## src/logic/mmuPkg.sv

```systemverilog
package mmuPkg;

    // TLB geometry
    localparam int unsigned tlbEntries = 16;
    localparam int unsigned tlbIndexW  = 4;
    localparam int unsigned vpn2W      = 19;
    localparam int unsigned pfnW       = 20;
    localparam int unsigned asidW      = 8;

    // segment bounds, kseg0 and kseg1 bypass the TLB
    localparam logic [31:0] kseg0Base = 32'h8000_0000;
    localparam logic [31:0] kseg1Base = 32'hA000_0000;
    localparam logic [31:0] kseg2Base = 32'hC000_0000;

    typedef enum logic [1:0] {
        tlbNone  = 2'd0,
        tlbWrite = 2'd1,  // TLBWI
        tlbRead  = 2'd2,  // TLBR
        tlbProbe = 2'd3   // TLBP
    } tlbOpT;

    typedef enum logic [1:0] {
        selIndex    = 2'd0,
        selEntryHi  = 2'd1,
        selEntryLo0 = 2'd2,
        selEntryLo1 = 2'd3
    } cp0SelT;

    typedef enum logic [1:0] {
        fexNone    = 2'd0,
        fexRefill  = 2'd1,
        fexInvalid = 2'd2
    } fetchExcT;

    typedef enum logic [2:0] {
        dexNone         = 3'd0,
        dexLoadRefill   = 3'd1,
        dexLoadInvalid  = 3'd2,
        dexStoreRefill  = 3'd3,
        dexStoreInvalid = 3'd4,
        dexModified     = 3'd5
    } dataExcT;

endpackage
```

## src/logic/mmuTop.sv

```systemverilog
`timescale 1ns/100ps

module mmuTop (
    input  logic                clk,
    input  logic                arstN,
    input  logic [31:0]         virtIaddr,
    input  logic [31:0]         virtDaddr,
    input  logic                memRead,
    input  logic                memWrite,
    input  mmuPkg::tlbOpT       tlbOp,
    input  logic                cp0We,
    input  mmuPkg::cp0SelT      cp0Sel,
    input  logic [31:0]         cp0Wdata,
    output logic [31:0]         physIaddr,
    output logic [31:0]         physDaddr,
    output mmuPkg::fetchExcT    fetchExc,
    output mmuPkg::dataExcT     dataExc,
    output logic [31:0]         cp0Rdata
);
    import mmuPkg::*;

    logic                 tlbWe, probeSel, wrG, rdG;
    logic [tlbIndexW-1:0] entryIndex, s1Index;
    logic [vpn2W-1:0]     hiVpn2, rdVpn2;
    logic [asidW-1:0]     hiAsid, rdAsid;
    logic [pfnW-1:0]      wrPfn0, wrPfn1, rdPfn0, rdPfn1, s0Pfn, s1Pfn;
    logic [2:0]           wrC0, wrC1, rdC0, rdC1;
    logic                 wrD0, wrV0, wrD1, wrV1;
    logic                 rdD0, rdV0, rdD1, rdV1;
    logic                 s0Found, s0V, s1Found, s1D, s1V;

    cp0TlbRegs uCp0 (
        .probeFound (s1Found),
        .probeIndex (s1Index),
        .*
    );

    tlbArray uTlb (
        .s0Vpn2     (virtIaddr[31:13]),
        .s0Odd      (virtIaddr[12]),
        .s0D        (),                  // fetch ignores dirty
        .s1Vpn2     (virtDaddr[31:13]),
        .s1Odd      (virtDaddr[12]),
        .probeVpn2  (hiVpn2),
        .asid       (hiAsid),
        .we         (tlbWe),
        .index      (entryIndex),
        .wrVpn2     (hiVpn2),
        .wrAsid     (hiAsid),
        .*
    );

    addrTranslator uXlat (.*);

endmodule

```

## src/logic/addrTranslator.sv

```systemverilog
`timescale 1ns/100ps

module addrTranslator (
    input  logic [31:0]             virtIaddr,
    input  logic [31:0]             virtDaddr,
    input  logic                    memRead,
    input  logic                    memWrite,
    input  logic                    s0Found,
    input  logic [mmuPkg::pfnW-1:0] s0Pfn,
    input  logic                    s0V,
    input  logic                    s1Found,
    input  logic [mmuPkg::pfnW-1:0] s1Pfn,
    input  logic                    s1D,
    input  logic                    s1V,
    output logic [31:0]             physIaddr,
    output logic [31:0]             physDaddr,
    output mmuPkg::fetchExcT        fetchExc,
    output mmuPkg::dataExcT         dataExc
);
    import mmuPkg::*;

    logic iMapped;
    logic dMapped;

    // kuseg and kseg2/3 go through the TLB
    function automatic logic isMapped(input logic [31:0] va);
        return (va < kseg0Base) || (va >= kseg2Base);
    endfunction

    function automatic logic [31:0] toPhys(input logic [31:0] va, input logic [pfnW-1:0] pfn);
        if (va >= kseg1Base && va < kseg2Base)
            return va - kseg1Base;
        else if (va >= kseg0Base && va < kseg1Base)
            return va - kseg0Base;
        else
            return {pfn, va[11:0]};
    endfunction

    assign iMapped   = isMapped(virtIaddr);
    assign dMapped   = isMapped(virtDaddr);
    assign physIaddr = toPhys(virtIaddr, s0Pfn);
    assign physDaddr = toPhys(virtDaddr, s1Pfn);

    always_comb begin
        fetchExc = fexNone;
        if (iMapped) begin
            if (!s0Found)
                fetchExc = fexRefill;
            else if (!s0V)
                fetchExc = fexInvalid;
        end
    end

    // store wins when both strobes are up
    always_comb begin
        dataExc = dexNone;
        if (dMapped && memWrite) begin
            if (!s1Found)
                dataExc = dexStoreRefill;
            else if (!s1V)
                dataExc = dexStoreInvalid;
            else if (!s1D)
                dataExc = dexModified;  // clean page
        end else if (dMapped && memRead) begin
            if (!s1Found)
                dataExc = dexLoadRefill;
            else if (!s1V)
                dataExc = dexLoadInvalid;
        end
    end

endmodule

```

## src/logic/tlbArray.sv

```systemverilog
`timescale 1ns/100ps

module tlbArray (
    input  logic                         clk,
    input  logic                         arstN,
    // search port 0, fetch
    input  logic [mmuPkg::vpn2W-1:0]     s0Vpn2,
    input  logic                         s0Odd,
    output logic                         s0Found,
    output logic [mmuPkg::pfnW-1:0]      s0Pfn,
    output logic                         s0D, s0V,
    // search port 1, data or probe
    input  logic [mmuPkg::vpn2W-1:0]     s1Vpn2,
    input  logic                         s1Odd,
    input  logic                         probeSel,
    input  logic [mmuPkg::vpn2W-1:0]     probeVpn2,
    input  logic [mmuPkg::asidW-1:0]     asid,
    output logic                         s1Found,
    output logic [mmuPkg::tlbIndexW-1:0] s1Index,
    output logic [mmuPkg::pfnW-1:0]      s1Pfn,
    output logic                         s1D, s1V,
    // write port
    input  logic                         we,
    input  logic [mmuPkg::tlbIndexW-1:0] index,
    input  logic [mmuPkg::vpn2W-1:0]     wrVpn2,
    input  logic [mmuPkg::asidW-1:0]     wrAsid,
    input  logic                         wrG,
    input  logic [mmuPkg::pfnW-1:0]      wrPfn0, wrPfn1,
    input  logic [2:0]                   wrC0, wrC1,
    input  logic                         wrD0, wrV0, wrD1, wrV1,
    // read port, shares index
    output logic [mmuPkg::vpn2W-1:0]     rdVpn2,
    output logic [mmuPkg::asidW-1:0]     rdAsid,
    output logic                         rdG,
    output logic [mmuPkg::pfnW-1:0]      rdPfn0, rdPfn1,
    output logic [2:0]                   rdC0, rdC1,
    output logic                         rdD0, rdV0, rdD1, rdV1
);
    import mmuPkg::*;

    logic [vpn2W-1:0] vpn2Mem [tlbEntries];
    logic [asidW-1:0] asidMem [tlbEntries];
    logic             gMem    [tlbEntries];
    logic             v0Mem   [tlbEntries];
    logic             v1Mem   [tlbEntries];
    logic [pfnW-1:0]  pfn0Mem [tlbEntries];
    logic [pfnW-1:0]  pfn1Mem [tlbEntries];
    logic [2:0]       c0Mem   [tlbEntries];
    logic [2:0]       c1Mem   [tlbEntries];
    logic             d0Mem   [tlbEntries];
    logic             d1Mem   [tlbEntries];

    logic [vpn2W-1:0]      s1Key;
    logic [tlbEntries-1:0] hit0, hit1;
    logic [tlbIndexW-1:0]  s0Idx;

    assign s1Key = probeSel ? probeVpn2 : s1Vpn2;  // TLBP borrows the data port

    // tag and valid bits
    always_ff @(posedge clk or negedge arstN) begin
        if (!arstN) begin
            for (int i = 0; i < tlbEntries; i++) begin
                vpn2Mem[i] <= '0;
                asidMem[i] <= '0;
                gMem[i]    <= 1'b0;
                v0Mem[i]   <= 1'b0;
                v1Mem[i]   <= 1'b0;
            end
        end else if (we) begin
            vpn2Mem[index] <= wrVpn2;
            asidMem[index] <= wrAsid;
            gMem[index]    <= wrG;
            v0Mem[index]   <= wrV0;
            v1Mem[index]   <= wrV1;
        end
    end

    always_ff @(posedge clk) begin
        if (we) begin
            pfn0Mem[index] <= wrPfn0;
            pfn1Mem[index] <= wrPfn1;
            c0Mem[index]   <= wrC0;
            c1Mem[index]   <= wrC1;
            d0Mem[index]   <= wrD0;
            d1Mem[index]   <= wrD1;
        end
    end

    // fully associative compare on both ports
    always_comb begin
        for (int i = 0; i < tlbEntries; i++) begin
            hit0[i] = (vpn2Mem[i] == s0Vpn2) && (gMem[i] || asidMem[i] == asid);
            hit1[i] = (vpn2Mem[i] == s1Key) && (gMem[i] || asidMem[i] == asid);
        end
    end

    always_comb begin
        s0Idx   = '0;
        s1Index = '0;
        for (int i = 0; i < tlbEntries; i++) begin
            if (hit0[i])
                s0Idx = tlbIndexW'(i);
            if (hit1[i])
                s1Index = tlbIndexW'(i);
        end
    end

    assign s0Found = |hit0;
    assign s0Pfn   = s0Odd ? pfn1Mem[s0Idx] : pfn0Mem[s0Idx];
    assign s0D     = s0Odd ? d1Mem[s0Idx] : d0Mem[s0Idx];
    assign s0V     = s0Odd ? v1Mem[s0Idx] : v0Mem[s0Idx];

    assign s1Found = |hit1;
    assign s1Pfn   = s1Odd ? pfn1Mem[s1Index] : pfn0Mem[s1Index];
    assign s1D     = s1Odd ? d1Mem[s1Index] : d0Mem[s1Index];
    assign s1V     = s1Odd ? v1Mem[s1Index] : v0Mem[s1Index];

    assign rdVpn2 = vpn2Mem[index];
    assign rdAsid = asidMem[index];
    assign rdG    = gMem[index];
    assign rdPfn0 = pfn0Mem[index];
    assign rdPfn1 = pfn1Mem[index];
    assign rdC0   = c0Mem[index];
    assign rdC1   = c1Mem[index];
    assign rdD0   = d0Mem[index];
    assign rdV0   = v0Mem[index];
    assign rdD1   = d1Mem[index];
    assign rdV1   = v1Mem[index];

endmodule

```

## src/logic/cp0TlbRegs.sv

```systemverilog
`timescale 1ns/100ps

module cp0TlbRegs (
    input  logic                         clk,
    input  logic                         arstN,
    input  mmuPkg::tlbOpT                tlbOp,
    input  logic                         cp0We,
    input  mmuPkg::cp0SelT               cp0Sel,
    input  logic [31:0]                  cp0Wdata,
    input  logic [mmuPkg::vpn2W-1:0]     rdVpn2,
    input  logic [mmuPkg::asidW-1:0]     rdAsid,
    input  logic                         rdG,
    input  logic [mmuPkg::pfnW-1:0]      rdPfn0,
    input  logic [mmuPkg::pfnW-1:0]      rdPfn1,
    input  logic [2:0]                   rdC0,
    input  logic [2:0]                   rdC1,
    input  logic                         rdD0, rdV0, rdD1, rdV1,
    input  logic                         probeFound,
    input  logic [mmuPkg::tlbIndexW-1:0] probeIndex,
    output logic [31:0]                  cp0Rdata,
    output logic                         tlbWe,
    output logic                         probeSel,
    output logic [mmuPkg::tlbIndexW-1:0] entryIndex,
    output logic [mmuPkg::vpn2W-1:0]     hiVpn2,
    output logic [mmuPkg::asidW-1:0]     hiAsid,
    output logic                         wrG,
    output logic [mmuPkg::pfnW-1:0]      wrPfn0,
    output logic [mmuPkg::pfnW-1:0]      wrPfn1,
    output logic [2:0]                   wrC0,
    output logic [2:0]                   wrC1,
    output logic                         wrD0, wrV0, wrD1, wrV1
);
    import mmuPkg::*;

    logic                 probeFail;  // Index.P
    logic [tlbIndexW-1:0] idxField;
    logic [pfnW-1:0]      lo0Pfn, lo1Pfn;
    logic [2:0]           lo0C, lo1C;
    logic                 lo0D, lo0V, lo0G;
    logic                 lo1D, lo1V, lo1G;

    always_ff @(posedge clk or negedge arstN) begin
        if (!arstN) begin
            probeFail <= 1'b0;
            idxField  <= '0;
            hiVpn2    <= '0;
            hiAsid    <= '0;
            lo0Pfn    <= '0;
            lo0C      <= '0;
            lo0D      <= 1'b0;
            lo0V      <= 1'b0;
            lo0G      <= 1'b0;
            lo1Pfn    <= '0;
            lo1C      <= '0;
            lo1D      <= 1'b0;
            lo1V      <= 1'b0;
            lo1G      <= 1'b0;
        end else begin
            case (tlbOp)
                tlbRead: begin
                    hiVpn2 <= rdVpn2;
                    hiAsid <= rdAsid;
                    lo0Pfn <= rdPfn0;
                    lo0C   <= rdC0;
                    lo0D   <= rdD0;
                    lo0V   <= rdV0;
                    lo0G   <= rdG;  // one stored g feeds both halves
                    lo1Pfn <= rdPfn1;
                    lo1C   <= rdC1;
                    lo1D   <= rdD1;
                    lo1V   <= rdV1;
                    lo1G   <= rdG;
                end
                tlbProbe: begin
                    probeFail <= ~probeFound;
                    if (probeFound) begin
                        idxField <= probeIndex;
                    end
                end
                default: begin
                    if (cp0We) begin
                        case (cp0Sel)
                            selIndex:   idxField <= cp0Wdata[tlbIndexW-1:0]; // P is read only
                            selEntryHi: begin
                                hiVpn2 <= cp0Wdata[31:13];
                                hiAsid <= cp0Wdata[7:0];
                            end
                            selEntryLo0: begin
                                lo0Pfn <= cp0Wdata[25:6];
                                lo0C   <= cp0Wdata[5:3];
                                lo0D   <= cp0Wdata[2];
                                lo0V   <= cp0Wdata[1];
                                lo0G   <= cp0Wdata[0];
                            end
                            default: begin
                                lo1Pfn <= cp0Wdata[25:6];
                                lo1C   <= cp0Wdata[5:3];
                                lo1D   <= cp0Wdata[2];
                                lo1V   <= cp0Wdata[1];
                                lo1G   <= cp0Wdata[0];
                            end
                        endcase
                    end
                end
            endcase
        end
    end

    always_comb begin
        case (cp0Sel)
            selIndex:    cp0Rdata = {probeFail, {(31 - tlbIndexW){1'b0}}, idxField};
            selEntryHi:  cp0Rdata = {hiVpn2, 5'b0, hiAsid};
            selEntryLo0: cp0Rdata = {6'b0, lo0Pfn, lo0C, lo0D, lo0V, lo0G};
            default:     cp0Rdata = {6'b0, lo1Pfn, lo1C, lo1D, lo1V, lo1G};
        endcase
    end

    assign tlbWe      = (tlbOp == tlbWrite);
    assign probeSel   = (tlbOp == tlbProbe);
    assign entryIndex = idxField;

    assign wrG    = lo0G & lo1G;  // entry is global only if both halves say so
    assign wrPfn0 = lo0Pfn;
    assign wrC0   = lo0C;
    assign wrD0   = lo0D;
    assign wrV0   = lo0V;
    assign wrPfn1 = lo1Pfn;
    assign wrC1   = lo1C;
    assign wrD1   = lo1D;
    assign wrV1   = lo1V;

endmodule

```

## config.mk

```make
export PLATFORM = sky130hd
export DESIGN_NAME = mmuTop
export DESIGN_NICKNAME = d
export VERILOG_FILES = /design/src/logic/mmuPkg.sv /design/src/logic/mmuTop.sv /design/src/logic/addrTranslator.sv /design/src/logic/tlbArray.sv /design/src/logic/cp0TlbRegs.sv
export SDC_FILE = /design/constraint.sdc
export NUM_CORES = 2
export LEC_CHECK = 0
export BUFFER_PORTS_ARGS = -buffer_cell sky130_fd_sc_hd__buf_2
export CORE_ASPECT_RATIO = 1.1
export CORE_MARGIN = 2
export CORE_UTILIZATION = 55
export CTS_CLUSTER_SIZE = 30
export DETAILED_ROUTE_END_ITERATION = 10
export PLACE_DENSITY = 0.72
export SLEW_MARGIN = 0
export SYNTH_ARGS = -nofsm -noshare
export SYNTH_HDL_FRONTEND = slang
export SYNTH_SLANG_ARGS = --single-unit
```

## constraint.sdc

```tcl
create_clock -name clk -period 12.5 [get_ports clk]
set_clock_uncertainty 0.05 [all_clocks]
set_input_delay 1.875 -clock clk [delete_from_list [all_inputs] [get_ports clk]]
set_output_delay 1.875 -clock clk [all_outputs]
set_load 0.01 [all_outputs]
```

==> flow_metrics.py <==
metrics = {
    "outcome": {
        "status": "completed",
    },
    "clocking": {
        "cts_buffers": 148,
        "postCtsSetupBuffers": 0,
        "root_buffer": "clkbuf_16",
        "htree_levels": 4,
        "cts_num_sinks": 1332,
        "clk_latency_ns": 0.83,
        "cts_tree": "yes",
        "holdBufCountCts": 0,
        "cts.path.max_buffers": 3,
        "clk_pin_slew_worst_paths_ns": 0.06,
        "cts_resized": 0,
    },
    "setup_path": {
        "arrival_ns": 9.59,
        "critPathTopFamily": "simple AND/OR/NAND/NOR gates",
        "cp_max_fo": 59,
        "crit_buf_inv": 5,
        "cp_cell_sequence": "buf_2, and2_4, a21oi_2, xor2_1, nand4_1, nor4_4, buf_4, nor2_1, nand3_4, nor2_1, clkinv_1, nor2_4, buf_4, o21ai_0, o21ai_0, o21ai_0, o211ai_1, buf_2",
        "critPathSlowestCell": "nor2_4",
        "required_ns": 10.57,
        "reg2reg_from": "uCp0.hiVpn2[7]$_DFFE_PN0P_",
        "critical_path_class": "primary input to primary output",
        "crit_path_start_kind": "primary input",
        "endpoint": "physDaddr[26]",
        "rr_worst_depth": 16,
        "cp.depth": 18,
        "end_kind": "primary output",
        "critPathMaxStageDelay_ns": 1.13,
        "startpoint": "tlbOp[0]",
        "rr_endpoint": "uCp0.entryIndex[0]$_DFFE_PN0P_",
        "r2r_slack_ns": 5.31,
        "cpMostUsedCell": "o21ai_0",
    },
    "final_layout": {
        "fin_area_sq_mm": 0.08689,
        "drive_gt1_share_pct": 22.32,
        "finish.utilization_pct": 61.09,
        "nNetsFinal": 6787,
        "area_delta_synth_final_pct": 10.12,
    },
    "routing": {
        "drt_iter0_drc": 12570,
        "drc": 0,
        "num_vias": 66110,
        "post_drt_wl_per_cell_microns": 42.06,
        "wl_mm": 367.5,
        "first_pass_iters": 7,
        "avgViaCountPerCell": 7.567,
        "ant_nets": 0,
    },
    "logic_synthesis": {
        "synth_fp_nets": 6825,
        "synth_seq_cells": 1332,
        "seq_area_frac_synth_pct": 47.12,
        "synth_area_leaders": "edfxtp_1, dfrtp_1, mux4_2",
        "synthSimpleGateAreaFrac_pct": 8.189,
        "synth_top_area_cell": "edfxtp_1",
        "yosysMostFrequentCell": "nand2_1",
        "yosys_warnings": 0,
        "synth_top_family_by_area": "multiplexers",
        "synth_compound_area_share_pct": 11.72,
        "synthCells": 6716,
        "ys_async_sr_fraction_pct": 42.34,
        "synth_area_sq_mm": 0.07890,
        "ys.flop_type": "edfxtp_1",
        "synth_xor_area_share_pct": 7.437,
        "synth_edf_count": 768,
        "syn_area_per_cell_sq_um": 11.75,
        "yosys-top-cells-count": "nand2_1, edfxtp_1, dfrtp_1",
        "synth_adder_area_share_pct": 0.06343,
        "synth_top_area_share_pct": 29.23,
        "muxShareOfSynthArea_pct": 21.62,
        "synth.distinct_cells": 98,
    },
    "sta": {
        "setup_viol": 0,
        "finalCriticalPeriod_ns": 11.52,
        "setup_ws_ns": 0.9840,
        "hold_viol": 0,
        "tightest_slew_ns": 1.422,
        "setup-tns-final_ns": 0,
        "clock.fmax_ghz": 0.08684,
        "slew_violations": 0,
        "min_period_over_period_pct": 92.13,
        "rsz0062_at_grt": "false",
        "timing.slew.headroom_pct": 4.177,
    },
    "placement": {
        "gp_congestion": 1.082,
        "portBuffers": 205,
        "place_ws_ns": 1.607,
        "place_area_sq_mm": 0.08173,
        "dp_hpwl_mm": 235.0,
    },
    "power": {
        "vdd_drop_max_mv": 0.1428,
        "p_int_uw": 9582,
        "p_per_area_mw_per_mm2": 177.3,
        "power_switching_uw": 5825,
        "p_seq_share_pct": 40.8,
        "combPwrFrac_pct": 29.3,
        "pwr-share-clk_pct": 29.9,
        "switching_share_pct": 37.81,
        "p_leak_uw": 0.03323,
    },
    "flow_run": {
        "cap_violations": 0,
    },
    "die": {
        "pin_count": 206,
        "fp-row-count": 145,
        "initial_utilization_pct": 55.47,
        "die-height_microns": 401.2,
        "core_area_sq_mm": 0.1422,
        "die_w_microns": 365.1,
        "dieArea_sq_mm": 0.1465,
    },
    "global_routing": {
        "grt_start_max_net_pins": 155,
        "grt_usage_pct": 49.73,
        "grt_overflow": 0,
        "grt_pass1_vias": 62630,
        "grt_pass1_wl_mm": 504.3,
        "antenna_found_initial": 49,
    },
    "min_path": {
        "hold_class": "flop to flop",
    },
}
==> state kept, by name (all words and copies together) (netlist names), 20 cells and up <==
| signal | count |
|---|---|
| uTlb.c0Mem | 48 |
| uCp0.wrPfn0 | 20 |
| uTlb.pfn1Mem | 320 |
| uCp0.wrPfn1 | 20 |
| uTlb.asidMem | 128 |
| uTlb.pfn0Mem | 320 |
| uTlb.vpn2Mem | 304 |
| uTlb.c1Mem | 48 |
==> tightest hold or removal path: cells and delay by family (launching register included) <==
family          cells  cell delay, ns
simple gates        1            0.05
flops               1            0.36
compound gates      1            0.06
==> power groups by stage <==
stage	registers (uW)	logic, uW	clock network [uW]
final	6290	4510	4610
after global routing	6280	4600	4790
after CTS	6200	4290	4600
after detailed placement	6290	4270	0
after global placement	6270	4250	0
after floorplan	5770	2710	0
==> final cells by class <==
class,count,area [sq um]
Fill cell,11210,55350
Multi-Input combinational cell,4659,38960
Sequential cell,1332,37190
Clock buffer,206,4228
Timing Repair Buffer,422,2740
Tap cell,1911,2391
Clock inverter,67,857.1
Inverter,115,456.7
Antenna cell,24,60.06
==> logic make-up after synthesis <==
| logic type | Yosys count |
|---|---|
| muxes | 1152 |
| AOI/OAI and AO/OA | 1445 |
| xor gates and xnor gates | 670 |
| DFF | 1332 |
| and+or+nand+nor | 1388 |
| adders and majority gates | 4 |
| buffers and inverters | 725 |
==> layout by cell type, fill, tap and decap left out, types with 78 or more instances in the layout <==
master     count
xnor2_1      297
mux2i_1      390
clkbuf_16    153
xor2_1       373
mux2_2       356
buf_4        211
a21oi_1      173
nor4_1       102
nand2_1      773
o21ai_0      547
mux4_2       405
buf_2        204
inv_1        100
edfxtp_1     768
o22ai_1      189
nand3_1       80
dfrtp_1      560
nor2_1        78
==> how the worst min path moves through the flow <==
stage,start,to,slack [ns],cells past startpoint
5_1_grt,uCp0.probeFail$_DFFE_PN0P_,uCp0.probeFail$_DFFE_PN0P_,0.48,2
6_report,uTlb.gMem[9]$_DFFE_PN0P_,uTlb.gMem[9]$_DFFE_PN0P_,0.46,2
3_5_place_dp,uCp0.probeFail$_DFFE_PN0P_,uCp0.probeFail$_DFFE_PN0P_,0.44,2
4_1_cts,uCp0.probeFail$_DFFE_PN0P_,uCp0.probeFail$_DFFE_PN0P_,0.46,2
2_1_floorplan,uCp0.probeFail$_DFFE_PN0P_,uCp0.probeFail$_DFFE_PN0P_,0.40,2
3_3_place_gp,uTlb.gMem[9]$_DFFE_PN0P_,uTlb.gMem[9]$_DFFE_PN0P_,0.44,2
==> layer usage <==
layer | routed length (microns) | track usage, %
met1 | 125900 | 62.78
met2 | 152600 | 69.12
met3 | 54850 | 18.99
met4 | 33910 | 37.09
met5 | 246 | 0
==> stage by stage <==
step	power (uW)	hold WS, ns	std cells
2_1_floorplan	8474	0.3952	6716
3_3_place_gp	10530	0.4407	8438
3_5_place_dp	10560	0.4431	8439
4_1_cts	15090	0.4586	8712
5_1_grt	15670	0.4829	8716
6_report	15410	0.4590	8736
No activity file was read; power rests on OpenSTA's default activity.
